$ cat src/common/dma_pkg.sv
/* widths, register map and mmio request layout for the copy engine
   registers decode on the full byte address, so only aligned 64-bit accesses hit */
package dma_pkg;

	// ********************
	// widths
	localparam int mmio_addr_width = 18;
	localparam int mmio_data_width = 64;
	localparam int word_width = 64; // one bank word, no byte enables

	typedef logic [word_width-1:0] t_word;

	// host request, msb first: wr, rd, addr, data (84 bits)
	typedef struct packed {
		logic wr;
		logic rd;
		logic [mmio_addr_width-1:0] addr;
		logic [mmio_data_width-1:0] data;
	} t_mmio_req;

	// ********************
	// register map, byte offsets
	localparam logic [mmio_addr_width-1:0] reg_src = 18'h00; // source word address
	localparam logic [mmio_addr_width-1:0] reg_dst = 18'h08; // destination word address
	localparam logic [mmio_addr_width-1:0] reg_len = 18'h10; // length in words
	localparam logic [mmio_addr_width-1:0] reg_ctrl = 18'h18;
	localparam logic [mmio_addr_width-1:0] reg_status = 18'h20;

	// ctrl bits
	localparam int ctrl_start_bit = 0; // write 1 to launch, reads back 0
	localparam int ctrl_dir_bit = 1; // 0: a to b, 1: b to a

	// status bits
	localparam int status_busy_bit = 0;
	localparam int status_done_bit = 1; // sticky until next start

endpackage

$ cat src/common/avmm_if.sv
/* single-word Avalon-MM, no burstcount and no byteenable
   read data comes back in order and cannot be stalled */
`timescale 1ns/1ns

interface avmm_if #(
	parameter int mem_addr_width = 12
);
	import dma_pkg::*;

	logic [mem_addr_width-1:0] address; // word address
	logic read;
	logic write;
	t_word writedata;
	logic waitrequest; // command held while high
	t_word readdata;
	logic readdatavalid;

	modport master (
		output address, read, write, writedata,
		input waitrequest, readdata, readdatavalid
	);

	modport slave (
		input address, read, write, writedata,
		output waitrequest, readdata, readdatavalid
	);

endinterface

$ cat src/common/dma_cmd_if.sv
/* job command from the controller to one engine
   finished is a level, set after the last word and cleared by the next go */
`timescale 1ns/1ns

interface dma_cmd_if #(
	parameter int mem_addr_width = 12
);
	logic go; // single cycle
	logic [mem_addr_width-1:0] base; // first word address
	logic [mem_addr_width:0] count; // one extra bit, full bank fits
	logic finished;

	// controller side
	modport ctrl (output go, base, count, input finished);

	// read or write engine side
	modport engine (input go, base, count, output finished);

endinterface

$ cat src/dma/dma_ctrl.sv
/* src, dst and len writes are ignored while busy, as are start writes
   length zero finishes one cycle after start with no memory access */
`timescale 1ns/1ns

module dma_ctrl #(
	parameter int mem_addr_width = 12
) (
	input logic clk,
	input logic reset,
	input logic reg_wr,
	input logic reg_rd,
	input logic [dma_pkg::mmio_addr_width-1:0] reg_addr,
	input logic [dma_pkg::mmio_data_width-1:0] reg_wdata,
	output logic [dma_pkg::mmio_data_width-1:0] reg_rdata,
	output logic dir,
	dma_cmd_if.ctrl rd_cmd,
	dma_cmd_if.ctrl wr_cmd
);
	import dma_pkg::*;

	logic [mem_addr_width-1:0] src;
	logic [mem_addr_width-1:0] dst;
	logic [mem_addr_width:0] len;
	logic busy;
	logic done;
	logic go;
	logic start;
	logic cfg_wr; // config write that is allowed to land
	logic [mmio_data_width-1:0] rdata;

	assign cfg_wr = reg_wr && !busy;
	assign start = cfg_wr && (reg_addr == reg_ctrl) && reg_wdata[ctrl_start_bit];

	// ********************
	// config registers
	always_ff @(posedge clk) begin
		if (reset) begin
			src <= '0;
			dst <= '0;
			len <= '0;
			dir <= 1'b0;
		end else if (cfg_wr) begin
			case (reg_addr)
				reg_src: src <= reg_wdata[mem_addr_width-1:0];
				reg_dst: dst <= reg_wdata[mem_addr_width-1:0];
				reg_len: len <= reg_wdata[mem_addr_width:0];
				reg_ctrl: dir <= reg_wdata[ctrl_dir_bit]; // same write as start
				default: ;
			endcase
		end
	end

	// ********************
	// job sequencing
	always_ff @(posedge clk) begin
		if (reset) begin
			busy <= 1'b0;
			done <= 1'b0;
			go <= 1'b0;
		end else begin
			go <= start; // engines launch next edge
			if (start) begin
				busy <= 1'b1;
				done <= 1'b0;
			end else if (busy && go && len == '0) begin
				busy <= 1'b0; // nothing to move
				done <= 1'b1;
			end else if (busy && !go && wr_cmd.finished && rd_cmd.finished) begin
				busy <= 1'b0; // finished still shows the last job during go
				done <= 1'b1;
			end
		end
	end

	assign rd_cmd.go = go;
	assign rd_cmd.base = src;
	assign rd_cmd.count = len;
	assign wr_cmd.go = go;
	assign wr_cmd.base = dst;
	assign wr_cmd.count = len;

	// unmapped offsets read as 0
	always_comb begin
		rdata = '0;
		case (reg_addr)
			reg_src: rdata[mem_addr_width-1:0] = src;
			reg_dst: rdata[mem_addr_width-1:0] = dst;
			reg_len: rdata[mem_addr_width:0] = len;
			reg_ctrl: rdata[ctrl_dir_bit] = dir; // start bit reads 0
			reg_status: begin
				rdata[status_busy_bit] = busy;
				rdata[status_done_bit] = done;
			end
			default: ;
		endcase
	end
	assign reg_rdata = reg_rd ? rdata : '0;

	// write side cannot close before every word was read
	a_read_ends_first : assert property (@(posedge clk) disable iff (reset)
		wr_cmd.finished |-> rd_cmd.finished);

endmodule

$ cat src/dma/dma_fifo.sv
/* show-ahead FIFO, pop_data is the head whenever not empty
   push when full or pop when empty is illegal */
`timescale 1ns/1ns

module dma_fifo #(
	parameter type t_payload = dma_pkg::t_word,
	parameter int depth = 8
) (
	input logic clk,
	input logic reset,
	input logic push,
	input t_payload push_data,
	input logic pop,
	output t_payload pop_data,
	output logic empty,
	output logic full,
	output logic [$clog2(depth+1)-1:0] count
);

	localparam int ptr_width = (depth > 1) ? $clog2(depth) : 1;
	localparam logic [ptr_width-1:0] last_ptr = ptr_width'(depth - 1);

	t_payload mem [depth]; // storage, no reset
	logic [ptr_width-1:0] wr_ptr;
	logic [ptr_width-1:0] rd_ptr;

	always_ff @(posedge clk) begin
		if (reset) begin
			wr_ptr <= '0;
			rd_ptr <= '0;
			count <= '0;
		end else begin
			if (push) wr_ptr <= (wr_ptr == last_ptr) ? '0 : wr_ptr + 1'b1; // wrap any depth
			if (pop) rd_ptr <= (rd_ptr == last_ptr) ? '0 : rd_ptr + 1'b1;
			case ({push, pop})
				2'b10: count <= count + 1'b1;
				2'b01: count <= count - 1'b1;
				default: ;
			endcase
		end
	end

	always_ff @(posedge clk)
		if (push) mem[wr_ptr] <= push_data;

	assign pop_data = mem[rd_ptr];
	assign empty = (count == '0);
	assign full = (count == ($clog2(depth+1))'(depth));

	a_no_overflow : assert property (@(posedge clk) disable iff (reset) !(push && full));
	a_no_underflow : assert property (@(posedge clk) disable iff (reset) !(pop && empty));

endmodule

$ cat src/dma/dma_read_master.sv
/* reads in flight plus words already in the FIFO never exceed fifo_depth
   addresses wrap at the end of the bank */
`timescale 1ns/1ns

module dma_read_master #(
	parameter int mem_addr_width = 12,
	parameter int fifo_depth = 8
) (
	input logic clk,
	input logic reset,
	input logic [$clog2(fifo_depth+1)-1:0] fifo_count,
	output logic push,
	output dma_pkg::t_word push_data,
	dma_cmd_if.engine cmd,
	avmm_if.master mem
);

	logic active;
	logic [mem_addr_width:0] issued; // reads accepted
	logic [mem_addr_width:0] returned; // words pushed
	logic [$clog2(fifo_depth+1)-1:0] outstanding;
	logic credit_ok;
	logic rd_accept;

	// sum cannot grow while a read waits, so the command holds
	assign credit_ok = (outstanding + fifo_count) < fifo_depth;
	assign mem.read = active && (issued != cmd.count) && credit_ok;
	assign mem.address = cmd.base + issued[mem_addr_width-1:0];
	assign mem.write = 1'b0;
	assign mem.writedata = '0;
	assign rd_accept = mem.read && !mem.waitrequest;

	assign push = mem.readdatavalid; // no stall on return path
	assign push_data = mem.readdata;

	always_ff @(posedge clk) begin
		if (reset) begin
			active <= 1'b0;
			issued <= '0;
			returned <= '0;
			outstanding <= '0;
			cmd.finished <= 1'b0;
		end else if (cmd.go) begin
			active <= 1'b1;
			issued <= '0;
			returned <= '0;
			cmd.finished <= 1'b0;
		end else begin
			if (rd_accept) issued <= issued + 1'b1;
			if (push) returned <= returned + 1'b1;
			case ({rd_accept, push})
				2'b10: outstanding <= outstanding + 1'b1;
				2'b01: outstanding <= outstanding - 1'b1;
				default: ;
			endcase
			if (active && returned == cmd.count) begin
				active <= 1'b0; // last word landed in the FIFO
				cmd.finished <= 1'b1;
			end
		end
	end

	a_addr_hold : assert property (@(posedge clk) disable iff (reset)
		mem.read && mem.waitrequest |=> mem.read && $stable(mem.address));

endmodule

$ cat src/dma/dma_write_master.sv
/* writes the FIFO head straight out, pop only on acceptance
   stalls on an empty FIFO or on waitrequest */
`timescale 1ns/1ns

module dma_write_master #(
	parameter int mem_addr_width = 12
) (
	input logic clk,
	input logic reset,
	input logic fifo_empty,
	input dma_pkg::t_word pop_data,
	output logic pop,
	dma_cmd_if.engine cmd,
	avmm_if.master mem
);

	logic active;
	logic [mem_addr_width:0] written; // writes accepted

	// head and empty only change on pop, so command holds under wait
	assign mem.write = active && !fifo_empty && (written != cmd.count);
	assign mem.address = cmd.base + written[mem_addr_width-1:0];
	assign mem.writedata = pop_data;
	assign mem.read = 1'b0;
	assign pop = mem.write && !mem.waitrequest;

	always_ff @(posedge clk) begin
		if (reset) begin
			active <= 1'b0;
			written <= '0;
			cmd.finished <= 1'b0;
		end else if (cmd.go) begin
			active <= 1'b1;
			written <= '0;
			cmd.finished <= 1'b0;
		end else begin
			if (pop) written <= written + 1'b1;
			if (active && written == cmd.count) begin
				active <= 1'b0;
				cmd.finished <= 1'b1; // controller closes the job next edge
			end
		end
	end

endmodule

$ cat src/rtl/afu.sv
/* copy engine between two local banks, everything on clk
   bank ports are word addressed, single word, no bursts */
`timescale 1ns/1ns

module afu #(
	parameter int mem_addr_width = 12,
	parameter int fifo_depth = 8
) (
	input logic clk,
	input logic reset,
	// mmio stream
	input dma_pkg::t_mmio_req mmio_req_data,
	input logic mmio_req_valid,
	output logic mmio_req_ready,
	output logic [dma_pkg::mmio_data_width-1:0] mmio_rsp_data,
	output logic mmio_rsp_valid,
	input logic mmio_rsp_ready,
	// bank a
	output logic [mem_addr_width-1:0] mem_a_address,
	output logic mem_a_read,
	output logic mem_a_write,
	output dma_pkg::t_word mem_a_writedata,
	input logic mem_a_waitrequest,
	input dma_pkg::t_word mem_a_readdata,
	input logic mem_a_readdatavalid,
	// bank b
	output logic [mem_addr_width-1:0] mem_b_address,
	output logic mem_b_read,
	output logic mem_b_write,
	output dma_pkg::t_word mem_b_writedata,
	input logic mem_b_waitrequest,
	input dma_pkg::t_word mem_b_readdata,
	input logic mem_b_readdatavalid
);
	import dma_pkg::*;

	logic reg_wr;
	logic reg_rd;
	logic [mmio_addr_width-1:0] reg_addr;
	logic [mmio_data_width-1:0] reg_wdata;
	logic [mmio_data_width-1:0] reg_rdata;
	logic dir;
	logic push;
	logic pop;
	logic fifo_empty;
	t_word push_data;
	t_word pop_data;
	logic [$clog2(fifo_depth+1)-1:0] fifo_count;

	avmm_if #(.mem_addr_width(mem_addr_width)) rd_mem ();
	avmm_if #(.mem_addr_width(mem_addr_width)) wr_mem ();
	avmm_if #(.mem_addr_width(mem_addr_width)) bank_a ();
	avmm_if #(.mem_addr_width(mem_addr_width)) bank_b ();
	dma_cmd_if #(.mem_addr_width(mem_addr_width)) rd_cmd ();
	dma_cmd_if #(.mem_addr_width(mem_addr_width)) wr_cmd ();

	// ********************
	// host side
	mmio_bridge mmio_bridge_i (
		.clk(clk), .reset(reset),
		.req_data(mmio_req_data), .req_valid(mmio_req_valid), .req_ready(mmio_req_ready),
		.rsp_data(mmio_rsp_data), .rsp_valid(mmio_rsp_valid), .rsp_ready(mmio_rsp_ready),
		.reg_wr(reg_wr), .reg_rd(reg_rd), .reg_addr(reg_addr),
		.reg_wdata(reg_wdata), .reg_rdata(reg_rdata)
	);

	dma_ctrl #(.mem_addr_width(mem_addr_width)) dma_ctrl_i (
		.clk(clk), .reset(reset),
		.reg_wr(reg_wr), .reg_rd(reg_rd), .reg_addr(reg_addr),
		.reg_wdata(reg_wdata), .reg_rdata(reg_rdata),
		.dir(dir), .rd_cmd(rd_cmd.ctrl), .wr_cmd(wr_cmd.ctrl)
	);

	// ********************
	// datapath
	dma_read_master #(
		.mem_addr_width(mem_addr_width), .fifo_depth(fifo_depth)
	) dma_read_master_i (
		.clk(clk), .reset(reset), .fifo_count(fifo_count),
		.push(push), .push_data(push_data), .cmd(rd_cmd.engine), .mem(rd_mem.master)
	);

	dma_fifo #(.t_payload(t_word), .depth(fifo_depth)) word_fifo (
		.clk(clk), .reset(reset), .push(push), .push_data(push_data),
		.pop(pop), .pop_data(pop_data), .empty(fifo_empty), .full(), .count(fifo_count)
	);

	dma_write_master #(.mem_addr_width(mem_addr_width)) dma_write_master_i (
		.clk(clk), .reset(reset), .fifo_empty(fifo_empty), .pop_data(pop_data),
		.pop(pop), .cmd(wr_cmd.engine), .mem(wr_mem.master)
	);

	bank_switch bank_switch_i (
		.dir(dir), .rd_mem(rd_mem.slave), .wr_mem(wr_mem.slave),
		.bank_a(bank_a.master), .bank_b(bank_b.master)
	);

	// bank pins
	assign mem_a_address = bank_a.address;
	assign mem_a_read = bank_a.read;
	assign mem_a_write = bank_a.write;
	assign mem_a_writedata = bank_a.writedata;
	assign bank_a.waitrequest = mem_a_waitrequest;
	assign bank_a.readdata = mem_a_readdata;
	assign bank_a.readdatavalid = mem_a_readdatavalid;

	assign mem_b_address = bank_b.address;
	assign mem_b_read = bank_b.read;
	assign mem_b_write = bank_b.write;
	assign mem_b_writedata = bank_b.writedata;
	assign bank_b.waitrequest = mem_b_waitrequest;
	assign bank_b.readdata = mem_b_readdata;
	assign bank_b.readdatavalid = mem_b_readdatavalid;

endmodule

$ cat src/rtl/bank_switch.sv
/* dir 0 reads bank a and writes bank b, dir 1 the reverse
   dir must not change while either master has a command up */
`timescale 1ns/1ns

module bank_switch (
	input logic dir,
	avmm_if.slave rd_mem,
	avmm_if.slave wr_mem,
	avmm_if.master bank_a,
	avmm_if.master bank_b
);

	// ********************
	// commands out
	assign bank_a.read = dir ? 1'b0 : rd_mem.read; // a is source when dir 0
	assign bank_a.write = dir ? wr_mem.write : 1'b0;
	assign bank_a.address = dir ? wr_mem.address : rd_mem.address;
	assign bank_a.writedata = wr_mem.writedata; // only write side carries data

	assign bank_b.read = dir ? rd_mem.read : 1'b0;
	assign bank_b.write = dir ? 1'b0 : wr_mem.write;
	assign bank_b.address = dir ? rd_mem.address : wr_mem.address;
	assign bank_b.writedata = wr_mem.writedata;

	// ********************
	// responses back
	assign rd_mem.waitrequest = dir ? bank_b.waitrequest : bank_a.waitrequest;
	assign rd_mem.readdata = dir ? bank_b.readdata : bank_a.readdata;
	assign rd_mem.readdatavalid = dir ? bank_b.readdatavalid : bank_a.readdatavalid;

	assign wr_mem.waitrequest = dir ? bank_a.waitrequest : bank_b.waitrequest;
	// write master never reads
	assign wr_mem.readdata = '0;
	assign wr_mem.readdatavalid = 1'b0;

endmodule

$ cat src/rtl/mmio_bridge.sv
/* one register access per request, a single read outstanding at a time
   requests with neither flag set are dropped quietly */
`timescale 1ns/1ns

module mmio_bridge (
	input logic clk,
	input logic reset,
	input dma_pkg::t_mmio_req req_data,
	input logic req_valid,
	output logic req_ready,
	output logic [dma_pkg::mmio_data_width-1:0] rsp_data,
	output logic rsp_valid,
	input logic rsp_ready,
	output logic reg_wr,
	output logic reg_rd,
	output logic [dma_pkg::mmio_addr_width-1:0] reg_addr,
	output logic [dma_pkg::mmio_data_width-1:0] reg_wdata,
	input logic [dma_pkg::mmio_data_width-1:0] reg_rdata
);
	import dma_pkg::*;

	t_mmio_req head; // oldest buffered request
	logic buf_empty;
	logic buf_full;
	logic buf_pop;

	// stall the host while a response waits
	assign req_ready = !buf_full && !rsp_valid;

	dma_fifo #(
		.t_payload(t_mmio_req),
		.depth(2)
	) req_buf (
		.clk(clk),
		.reset(reset),
		.push(req_valid && req_ready),
		.push_data(req_data),
		.pop(buf_pop),
		.pop_data(head),
		.empty(buf_empty),
		.full(buf_full),
		.count()
	);

	// ********************
	// register access
	assign buf_pop = !buf_empty && !rsp_valid; // hold head behind a pending read
	assign reg_wr = buf_pop && head.wr;
	assign reg_rd = buf_pop && head.rd;
	assign reg_addr = head.addr;
	assign reg_wdata = head.data;

	always_ff @(posedge clk) begin
		if (reset)
			rsp_valid <= 1'b0;
		else if (reg_rd)
			rsp_valid <= 1'b1; // valid from next cycle
		else if (rsp_ready)
			rsp_valid <= 1'b0; // taken
	end

	always_ff @(posedge clk)
		if (reg_rd) rsp_data <= reg_rdata; // held until taken

	// host must pick one of read or write
	a_req_one_kind : assert property (@(posedge clk) disable iff (reset)
		req_valid |-> !(req_data.wr && req_data.rd));

endmodule

$ cat config.mk
export PLATFORM = sky130hd
export DESIGN_NAME = afu
export DESIGN_NICKNAME = d
export VERILOG_FILES = /design/src/common/dma_pkg.sv /design/src/common/avmm_if.sv /design/src/common/dma_cmd_if.sv /design/src/dma/dma_ctrl.sv /design/src/dma/dma_fifo.sv /design/src/dma/dma_read_master.sv /design/src/dma/dma_write_master.sv /design/src/rtl/afu.sv /design/src/rtl/bank_switch.sv /design/src/rtl/mmio_bridge.sv
export SDC_FILE = /design/constraint.sdc
export NUM_CORES = 1
export LEC_CHECK = 0
export ABC_AREA = 1
export BUFFER_PORTS_ARGS = -buffer_cell sky130_fd_sc_hd__buf_2
export CAP_MARGIN = 20
export CORE_UTILIZATION = 55
export CTS_BUF_LIST = sky130_fd_sc_hd__clkbuf_4 sky130_fd_sc_hd__clkbuf_8
export CTS_CLUSTER_SIZE = 14
export DETAILED_ROUTE_END_ITERATION = 12
export PLACE_DENSITY = 0.73
export SYNTH_ARGS = -nofsm -noshare
export SYNTH_HDL_FRONTEND = slang
export SYNTH_SLANG_ARGS = --single-unit
$ cat constraint.sdc
create_clock -name clk -period 6.4 [get_ports clk]
set_input_delay 1.28 -clock clk [delete_from_list [all_inputs] [get_ports clk]]
set_output_delay 1.28 -clock clk [all_outputs]
set_load 0.02 [all_outputs]
==> reports/qor.txt, run 1 <==
outcome: finished clean
Core Box Area: 56700 sq um
Crit path buffers/inverters: 3
Initial DRT Pass Iterations: 6
Leak Pwr: 14.2 nW
CTS buffer count: 108
critical-path cell list: clkinv_2, buf_4, nor2_1, o21ai_0, a31oi_1, buf_2
number of port buffers: 339
initial antenna violation count: 1
sequential power share: 53.1%
post-CTS sizing: 0
fmax: 0.188 GHz
# rows: 87
Fin Clk Skew: 0.0299 ns
Synth Warn #: 0
die area: 58700 sq um
Fin. Hold Viols: 0
reg2reg start: dma_ctrl_i.dir
hold_buf cts: 0
setup bufs post-CTS: 0
Int Pwr: 7.43 mW
Slew @ Worst Pin: 1.23 ns
Comb pwr share: 8.9%
Yosys reg bits: 698
post-DP HPWL: 47900 microns
Routability Congestion: 0.923
HP Start: mmio_bridge_i.req_buf.rd_ptr
Syn Inst Count: 3206
WP data arrival: 4.03 ns
worst setup margin: 1.09 ns
vias: 23600
Reg clk slew, reported paths: 0.06 ns
H-tree depth: 3
Area Overhead vs Synth: 12.4%
via/cell ratio: 5.48
CTS tree: yes
crit-path max FO: 72
Routed Antenna Nets: 0
clock root buffer: clkbuf_8
DRC errors left: 0
Die Y: 242 microns
hold path depth: 1
Hold Crit Class: reg2reg
layout cells sized above 1: 16.6%
Worst setup EP type: primary output
Synth Area per Inst: 9.91 sq um
Net Sw Frac: 24.3%
Die Width: 242 microns
CTS Sinks: 698
Post-Synthesis Cell Area: 31800 sq um
Iter 0 DRT Violations: 1837
CP Class: reg2out
Slowest Stage Delay on Critical Path: 0.90 ns
Setup crit start kind: flop
GRT Resource Usage Total: 25.8%
non-filler cells in the finished layout: 4309
Total Wirelength: 77200 microns
# IOs: 442
Initial Util: 56.0%
number of global-route vias before repair: 22300
RSZ-0062 raised after global routing: false
# setup viols final: 0
max-cap viol count: 0
Max Slew Vio Count: 0
clock power share: 38.0%
switching power total: 2.39 mW
worst vdd ir: 0.000249 V
normalized max-slew margin: 17.8%
crit-path leading delay family: buffers and inverters
Clk Latency, worst-skew pair: 0.71 ns
global-route wire length before repair: 119000 microns
FF-to-FF path depth: 7
sequential fraction of the synthesis area: 62.6%
slowest CP cell: dfxtp_4
hold slack: 0.466 ns
final net count: 3729
Post-Place Cells: 4111
power per cell area: 275 nW/um^2
total gr overflow: 0
library cells used by synthesis: 45
Final TNS setup: 0 ns
Fillers: 4516
Final period util: 83.0%
pre-CTS WS: 1.83 ns
wire length per cell: 17.9 microns
largest net degree at the start of global routing: 257
clock buffer depth: 3
critical path required time: 5.12 ns
WP depth: 6
min Tclk post-route: 5.31 ns
[routing by layer]
metal,vias up,track usage [%],part of all wire [%]
met5,-,0,0
met4,0,8.80,2.6
met3,137,3.57,6.5
met2,894,43.8,49
met1,11300,33.9,42
li1,11300,-,-
[final timing paths]
| kind | slack (ns) | to |
|---|---|---|
| setup / recovery | 1.09 | mem_a_writedata[22] |
| hold / removal | 0.47 | flop |
| setup reg to reg | 2.80 | word_fifo.mem[5][11] |
| hold reg to reg | 0.47 | flop |
[synth_stat cells (all sizes together)]
| cell | count | share of area, % |
|---|---|---|
| a21o | 2 | 0.047 |
| a21boi | 2 | 0.047 |
| nand3 | 84 | 1.4 |
| clkinv | 2 | 0.024 |
| inv | 202 | 2.4 |
| dfxtp | 107 | 6.7 |
| clkbuf | 95 | 1.1 |
| nor2 | 615 | 7.3 |
| o21bai | 6 | 0.14 |
| a21oi | 72 | 1.1 |
| nand4 | 75 | 1.5 |
| and3 | 1 | 0.020 |
| a22oi | 1 | 0.024 |
| and2 | 1 | 0.020 |
| nor3 | 15 | 0.24 |
| buf | 178 | 3.7 |
| mux2i | 13 | 0.41 |
| o22ai | 64 | 1.3 |
| nor4 | 2 | 0.087 |
| conb | 1 | 0.012 |
| o21ai | 303 | 4.8 |
| nand3b | 14 | 0.33 |
| a211oi | 1 | 0.024 |
| xor2 | 22 | 0.61 |
| nand2 | 604 | 7.1 |
| a31oi | 64 | 1.3 |
| fa | 3 | 0.19 |
| edfxtp | 591 | 56 |
| a41oi | 1 | 0.051 |
| or2 | 9 | 0.18 |
| ha | 39 | 1.5 |
| xnor2 | 15 | 0.41 |
| o21a | 2 | 0.047 |
[power by group through the flow]
stage | sequential (mW) | combinational [mW] | clock [mW]
global placement | 5.30 | 0.850 | 0
global route | 5.22 | 0.950 | 3.97
CTS | 5.21 | 0.874 | 3.79
finish | 5.21 | 0.873 | 3.73
floorplan | 5.33 | 0.603 | 0
detailed placement | 5.30 | 0.870 | 0
[cells in the final DEF (no fill, tap or decap), types with 20 or more instances in the layout]
cell	instances
buf_2	339
ha_1	39
xor2_1	22
buf_4	28
nand3_1	81
dfxtp_1	104
a21oi_1	72
nand4_1	75
clkinv_1	20
nor2_1	601
edfxtp_1	591
o21ai_0	300
clkbuf_8	117
nand2_1	604
conb_1	51
clkbuf_4	38
inv_1	196
a31oi_1	64
o22ai_1	64
[flip-flops by register name, summed over array words and instances (netlist names), 2 cells and up, named ones only]
name	count
dma_read_master_i.outstanding	4
word_fifo.mem	512
dma_ctrl_i.wr_cmd.base	12
word_fifo.rd_ptr	3
word_fifo.count	4
mmio_bridge_i.rsp_data	13
dma_write_master_i.written	13
dma_read_master_i.returned	13
dma_ctrl_i.rd_cmd.count	13
word_fifo.wr_ptr	3
dma_ctrl_i.rd_cmd.base	12
mmio_bridge_i.req_buf.count	2
dma_read_master_i.issued	13
mmio_bridge_i.req_buf.mem	66
[logic make-up after synthesis]
kind of cell	count (synthesis)	synth area share, %
adder cells (fa/ha/maj)	42	1.72
AO/OA/AOI/OAI	518	8.83
AND/OR/NAND/NOR	1420	18.2
XOR/XNOR	37	1.02
multiplexers	13	0.409
buffers and inverters	477	7.23
flip-flops	698	62.6
other	1	0.0118
[worst reg2reg max path, delay by kind of cell, from the launching register on]
kind,cells,cell delay [ns]
buffers and inverters,3,0.99
AND/OR/NAND/NOR,4,1.57
flip-flops,1,0.68
[per-stage QoR]
stage               utilization, %  power [mW]  cell area [sq um]
CTS                           62.9        9.88              35700
global route                  63.0        10.1              35700
floorplan                        -        5.94              32000
finish                        63.0        9.82              35700
detailed placement            59.0        6.18              33500
global placement              59.0        6.15              33500
[area by class of cell]
type | instances | area, sq um | share of cell area [%]
clock buffer | 155 | 1900 | 5.30
multi-input combinational | 2081 | 9850 | 27.6
antenna | 1 | 2.50 | 0.00700
tap | 756 | 946 | 2.65
sequential | 698 | 19900 | 55.7
clock inverter | 40 | 298 | 0.833
inverter | 204 | 776 | 2.17
timing repair buffer | 374 | 2070 | 5.79
Note: power is estimated with default switching activity, not from simulation.
==> inputs of run 2 (changes only) <==
--- a/config.mk
+++ b/config.mk
@@ -5,14 +5,14 @@
 export SDC_FILE = /design/constraint.sdc
 export NUM_CORES = 1
 export LEC_CHECK = 0
-export ABC_AREA = 1
+export ABC_AREA = 0
 export BUFFER_PORTS_ARGS = -buffer_cell sky130_fd_sc_hd__buf_2
 export CAP_MARGIN = 20
-export CORE_UTILIZATION = 55
+export CORE_UTILIZATION = 54
 export CTS_BUF_LIST = sky130_fd_sc_hd__clkbuf_4 sky130_fd_sc_hd__clkbuf_8
 export CTS_CLUSTER_SIZE = 14
 export DETAILED_ROUTE_END_ITERATION = 12
-export PLACE_DENSITY = 0.73
+export PLACE_DENSITY = 0.75
 export SYNTH_ARGS = -nofsm -noshare
 export SYNTH_HDL_FRONTEND = slang
 export SYNTH_SLANG_ARGS = --single-unit
==> constraint.sdc (replaced) <==
create_clock -name clk -period 4.5 [get_ports clk]
set_input_delay 0.9 -clock clk [delete_from_list [all_inputs] [get_ports clk]]
set_output_delay 0.9 -clock clk [all_outputs]
set_load 0.02 [all_outputs]
==> reports/qor.txt, run 2 <==
Setup crit start kind: flop
count leader, synth: edfxtp_1
Fin Clk Skew: 0.0318 ns (+0.00193 ns)
sequential fraction of the synthesis area: 66.2% (+3.6 points)
Iter 0 DRT Violations: 943 (-49%)
Crit path buffers/inverters: 2 (-1)
CTS buffer count: 110 (+1.9%)
Worst setup EP type: primary output
clock root buffer: clkbuf_8
largest area contributor in the netlist: edfxtp_1
largest net degree at the start of global routing: 65 (-75%)
worst vdd ir: 0.000271 V (+9.2%)
Slowest Stage Delay on Critical Path: 0.45 ns (-0.45 ns)
post-DP HPWL: 38200 microns (-20%)
crit-path leading delay family: adder cells
fmax: 0.237 GHz
number of flops mapped to enable cells by yosys: 591 (unchanged)
number of port buffers: 339 (unchanged)
RSZ-0062 raised after global routing: false
GRT Resource Usage Total: 21.9% (-3.8 points)
Final period util: 93.8%
WP data arrival: 3.32 ns (-0.71 ns)
initial antenna violation count: 1 (unchanged)
Largest register FFs: 512 (unchanged)
Synth Area per Inst: 16.5 sq um (+66%)
Total Wirelength: 61900 microns (-20%)
CP Class: reg2out
share of the synthesized area in the top cell type: 59.1% (+3.2 points)
Syn Inst Count: 1825 (-43%)
Max Slew Vio Count: 0 (unchanged)
# rows: 86 (-1.1%)
total gr overflow: 0 (unchanged)
# IOs: 442 (unchanged)
hold slack: 0.366 ns (-0.101 ns)
library cells used by synthesis: 71 (+58%)
critical-path cell list: ha_1, inv_1, fa_1, nor2b_1, o31a_1, o21ai_0, a21oi_1, xor2_1, mux2_2, buf_2
critical path required time: 3.60 ns (-1.52 ns)
CTS Sinks: 698 (unchanged)
Synth Warn #: 0 (unchanged)
Async SR Flop Fraction: 0% (unchanged)
clock buffer depth: 3 (unchanged)
H-tree depth: 3 (unchanged)
layout cells sized above 1: 38.4% (+22 points)
Slew @ Worst Pin: 0.925 ns (-0.308 ns)
die area: 56600 sq um (-3.7%)
dominant synthesized flop cell: edfxtp_1
Fillers: 3902 (-14%)
Area Overhead vs Synth: 15.0%
vias: 16600 (-30%)
top cells by area, synth: edfxtp_1 59%, mux4_2 9.6%, dfxtp_1 7.1%
# setup viols final: 0 (unchanged)
min Tclk post-route: 4.22 ns
Die Width: 238 microns (-1.9%)
global-route wire length before repair: 94200 microns (-21%)
most frequent cells in the layout: 591 x edfxtp_1, 339 x buf_2, 144 x mux2_2
slowest CP cell: dfxtp_1
setup bufs post-CTS: 0 (unchanged)
crit-path max FO: 5 (-93%)
max-cap viol count: 0 (unchanged)
outcome: finished clean
power per cell area: 412 nW/um^2 (+50%)
Hold Crit Class: in2reg
Fin. Hold Viols: 0 (unchanged)
pre-CTS WS: 0.936 ns (-0.895 ns)
normalized max-slew margin: 38.0% (+20 points)
number of global-route vias before repair: 16900 (-24%)
via/cell ratio: 5.53 (+1.0%)
Post-Synthesis Cell Area: 30000 sq um (-5.5%)
worst setup margin: 0.277 ns (-0.812 ns)
CTS tree: yes
Die Y: 238 microns (-1.9%)
Routability Congestion: 0.842 (-8.8%)
largest registers: word_fifo.mem: 512 flops, mmio_bridge_i.req_buf.mem: 66 flops
Initial Util: 54.6% (-1.4 points)
Core Box Area: 55000 sq um (-3.0%)
Initial DRT Pass Iterations: 8 (+2)
DRC errors left: 0 (unchanged)
Clk Latency, worst-skew pair: 0.72 ns (about the same)
Leak Pwr: 12.3 nW (-14%)
synth cell count leaders: 591 x edfxtp_1, 144 x mux2_2, 128 x mux4_2
Reg clk slew, reported paths: 0.06 ns (about the same)
Routed Antenna Nets: 0 (unchanged)
Most flops, register: word_fifo.mem
final net count: 2420 (-35%)
wire length per cell: 20.6 microns (+15%)
commonest non-fill, non-tap cell in the layout: edfxtp_1
Yosys reg bits: 698 (unchanged)
-- run 2: cell count changes after synthesis, sizes merged, moves of 44 or more --
cell    before  now
o22ai       64    2
mux2         0  144
nand2      604   45
nor2       615  116
nand3       84   12
nand4       75   13
o21ai      303   42
mux4         0  128
inv        202   30
a31oi       64    2
a211oi       1   45
-- run 2: power breakdown --
group | total (mW) | internal, mW | switching, mW
sequential | 7.42 | 7.33 | 0.0963
combinational | 1.07 | 0.368 | 0.703
clock | 5.72 | 3.28 | 2.44
-- run 2: worst register-to-register path: stages (launching register included) --
cell	delay, ns
dfxtp_1	0.38
ha_1	0.25
or4b_1	0.54
a21oi_2	0.24
nand3_1	0.33
ha_1	0.40
ha_1	0.29
a21o_1	0.18
a21oi_1	0.18
xnor2_1	0.13
nand2_1	0.08
xor2_1	0.15
nor2_1	0.05
-- run 2: kinds of logic after synthesis --
logic type,synth area share [%]
AO/OA/AOI/OAI,4.39
XOR/XNOR,2.45
adder cells (fa/ha/maj),1.82
buffers and inverters,4.47
flip-flops,66.2
multiplexers,16.0
other,0.0125
AND/OR/NAND/NOR,4.67
-- run 2: area by class of cell --
class	count	area [sq um]	share of cell area [%]
Timing Repair Buffer	370	2120	6.13
Clock inverter	55	531	1.54
Inverter	31	116	0.337
Antenna cell	1	2.50	0.00725
Sequential cell	698	19900	57.6
Multi-Input combinational cell	947	9060	26.2
Clock buffer	152	1870	5.41
Tap cell	748	936	2.71
-- run 2: routing by layer --
layer / part of all wire (%) / track usage (%) / vias up
met5: 0 / 0 / -
met4: 2.9 / 8.99 / 0
met3: 5.2 / 3.39 / 117
met2: 51 / 37.0 / 560
met1: 41 / 28.6 / 8275
li1: - / - / 7650
-- run 2: per-stage QoR --
step | total power [mW] | cells | cell area [sq um] | utilization (%) | setup TNS, ns
2_1_floorplan | 8.33 | 1875 | 30200 | - | -377.96
3_3_place_gp | 8.59 | 2794 | 32100 | 58.4 | 0
3_5_place_dp | 8.64 | 2794 | 32100 | 58.4 | 0
4_1_cts | 14.4 | 3001 | 34500 | 62.8 | 0
5_1_grt | 14.7 | 3002 | 34500 | 62.8 | 0
6_report | 14.2 | 3002 | 34500 | 62.8 | 0
-- run 2: path summary, 6_finish.rpt --
| path | start | slack (ns) | end | depth (start not counted) |
|---|---|---|---|---|
| hold / removal | mmio_req_data[8] | 0.37 | mmio_bridge_i.req_buf.mem[1][8] | 1 |
| hold reg to reg | dma_read_master_i.cmd.finished | 0.47 | dma_read_master_i.cmd.finished | 2 |
| setup reg to reg | word_fifo.count[3] | 1.18 | dma_read_master_i.outstanding[3] | 12 |
| setup / recovery | dma_read_master_i.issued[0] | 0.28 | mem_a_address[8] | 10 |
-- run 2: timing repair --
action | in CTS | in global routing
resized for setup | 0 | 1
hold buffers | 0 | 0
endpoints found under the setup margin | 0 | 2
==> inputs of run 3 (changes only) <==
--- a/config.mk
+++ b/config.mk
@@ -8,11 +8,12 @@
 export ABC_AREA = 0
 export BUFFER_PORTS_ARGS = -buffer_cell sky130_fd_sc_hd__buf_2
 export CAP_MARGIN = 20
-export CORE_UTILIZATION = 54
+export CORE_UTILIZATION = 55
 export CTS_BUF_LIST = sky130_fd_sc_hd__clkbuf_4 sky130_fd_sc_hd__clkbuf_8
 export CTS_CLUSTER_SIZE = 14
 export DETAILED_ROUTE_END_ITERATION = 12
 export PLACE_DENSITY = 0.75
 export SYNTH_ARGS = -nofsm -noshare
 export SYNTH_HDL_FRONTEND = slang
+export SYNTH_HIERARCHICAL = 1
 export SYNTH_SLANG_ARGS = --single-unit
==> reports/qor.txt, run 3 <==
vias: 17700 (+6.7%)
CTS Sinks: 749 (+7.3%)
normalized max-slew margin: 37.2% (-0.78 points)
most frequent cells in the layout: 642 x edfxtp_1, 390 x buf_2, 143 x mux2_2
post-CTS sizing: 2 (+2)
Fin. Hold Viols: 0 (unchanged)
Worst setup EP type: primary output
clock root buffer: clkbuf_8
CTS tree: yes
Iter 0 DRT Violations: 1124 (+19%)
die area: 62900 sq um (+11%)
Slew @ Worst Pin: 0.940 ns (+0.0145 ns)
Largest register FFs: 512 (unchanged)
GRT Resource Usage Total: 21.3% (-0.58 points)
critical path required time: 3.60 ns (about the same)
min Tclk post-route: 4.32 ns (+0.0933 ns)
Setup crit start kind: flop
setup bufs post-CTS: 0 (unchanged)
wire length per cell: 21.0 microns (+1.9%)
clock buffer depth: 3 (unchanged)
final net count: 2575 (+6.4%)
CTS buffer count: 114 (+3.6%)
Syn Inst Count: 2117 (+16%)
number of port buffers: 390 (+15%)
commonest non-fill, non-tap cell in the layout: edfxtp_1
power per cell area: 415 nW/um^2 (+0.79%)
Initial Util: 56.0% (+1.4 points)
# rows: 90 (+4.7%)
Hold Crit Class: in2reg
Clk Latency, worst-skew pair: 0.72 ns (about the same)
CP Class: reg2out
switching power total: 3.68 mW (+14%)
Fin Clk Skew: 0.0338 ns (+0.00202 ns)
Reg clk slew, reported paths: 0.06 ns (about the same)
DRC errors left: 0 (unchanged)
clock power share: 37.4% (-2.8 points)
Total Wirelength: 67200 microns (+8.5%)
slowest CP cell: or4_4
Leak Pwr: 13.5 nW (+10%)
Core Box Area: 60800 sq um (+11%)
largest net degree at the start of global routing: 65 (unchanged)
crit-path leading delay family: simple AND/OR/NAND/NOR gates
Post-Synthesis Cell Area: 34000 sq um (+13%)
crit-path max FO: 3 (-2)
max-cap viol count: 0 (unchanged)
Crit path buffers/inverters: 1 (-1)
RSZ-0062 raised after global routing: false
layout cells sized above 1: 40.5% (+2.1 points)
sequential power share: 52.7% (+0.5 points)
Routability Congestion: 0.867 (+3.0%)
Max Slew Vio Count: 0 (unchanged)
number of global-route vias before repair: 18200 (+7.3%)
Synth Area per Inst: 16.1 sq um (-2.3%)
initial antenna violation count: 2 (+1)
Synth Warn #: 6 (+6)
final core utilization: 61.1% (-1.7 points)
post-DP HPWL: 42400 microns (+11%)
Final TNS setup: 0 ns (unchanged)
outcome: finished clean
Area Overhead vs Synth: 9.18%
Final period util: 95.9% (+2.1 points)
global-route wire length before repair: 102000 microns (+8.3%)
Initial DRT Pass Iterations: 5 (-3)
# setup viols final: 0 (unchanged)
Slowest Stage Delay on Critical Path: 0.44 ns (about the same)
# IOs: 442 (unchanged)
Net Sw Frac: 23.9% (+1.1 points)
largest registers: word_fifo/mem: 512 flops, mmio_bridge_i/req_buf/mem: 66 flops, mmio_bridge_i/rsp_data: 64 flops
Most flops, register: word_fifo/mem
Die Y: 251 microns (+5.4%)
worst vdd ir: 0.000377 V (+39%)
Comb pwr share: 9.9% (+2.4 points)
Int Pwr: 11.7 mW (+6.9%)
via/cell ratio: 5.54 (+0.26%)
fmax: 0.232 GHz (-2.2%)
WP data arrival: 3.42 ns (+0.10 ns)
H-tree depth: 3 (unchanged)
Die Width: 251 microns (+5.4%)
hold_buf cts: 0 (unchanged)
total gr overflow: 0 (unchanged)
Routed Antenna Nets: 0 (unchanged)
critical-path cell list: ha_2, fa_2, a21oi_2, o211ai_1, or4_4, and4_1, or3_1, mux2_2, buf_2
[run 3: routing by layer]
| layer | GRT usage, % | vias to the layer above | routed length, microns |
|---|---|---|---|
| li1 | - | 8111 | - |
| met1 | 26.9 | 8872 | 27200 |
| met2 | 36.8 | 613 | 34200 |
| met3 | 3.79 | 120 | 3950 |
| met4 | 8.12 | 0 | 1780 |
| met5 | 0 | - | 0 |
[run 3: worst paths after layout]
path                                              startpoint                                to  slack, ns  cells past startpoint
worst max-delay path               dma_ctrl_i/wr_cmd.base[0]                 mem_a_address[10]       0.18                      9
worst min-delay path                       mmio_req_data[81]  mmio_bridge_i/req_buf/mem[0][81]       0.37                      1
worst max register to register                dma_ctrl_i/dir                word_fifo/count[2]       1.04                     10
worst min register to register  dma_read_master_i/issued[12]      dma_read_master_i/issued[12]       0.48                      2
[run 3: final cells by class]
cell class | instances | area, sq um
antenna | 1 | 2.50
clock buffer | 143 | 1800
clock inverter | 72 | 592
fill | 4383 | 23600
inverter | 22 | 82.6
multi-input combinational | 996 | 9870
sequential | 749 | 21400
tap | 782 | 978
timing repair buffer | 430 | 2400
[run 3: per-stage QoR]
| stage | power, mW | hold slack [ns] | instances | setup slack (ns) | cell area [sq um] |
|---|---|---|---|---|---|
| after floorplan | 9.49 | 0.437 | 2167 | -0.0754 | 34200 |
| after global placement | 9.75 | 0.465 | 2978 | 0.739 | 34700 |
| after detailed placement | 9.81 | 0.469 | 2978 | 0.748 | 34700 |
| after CTS | 15.6 | 0.286 | 3193 | 0.0296 | 37100 |
| after global routing | 16.0 | 0.304 | 3195 | 0.0117 | 37200 |
| final | 15.4 | 0.368 | 3195 | 0.183 | 37200 |
[run 3: power groups by stage]
stage                     clock [mW]  combinational (mW)  sequential [mW]
after global placement             0                1.50             8.25
after CTS                       5.92                1.54             8.13
after floorplan                    0                1.04             8.45
after global routing            6.21                1.64             8.16
final                           5.76                1.53             8.13
after detailed placement           0                1.54             8.28
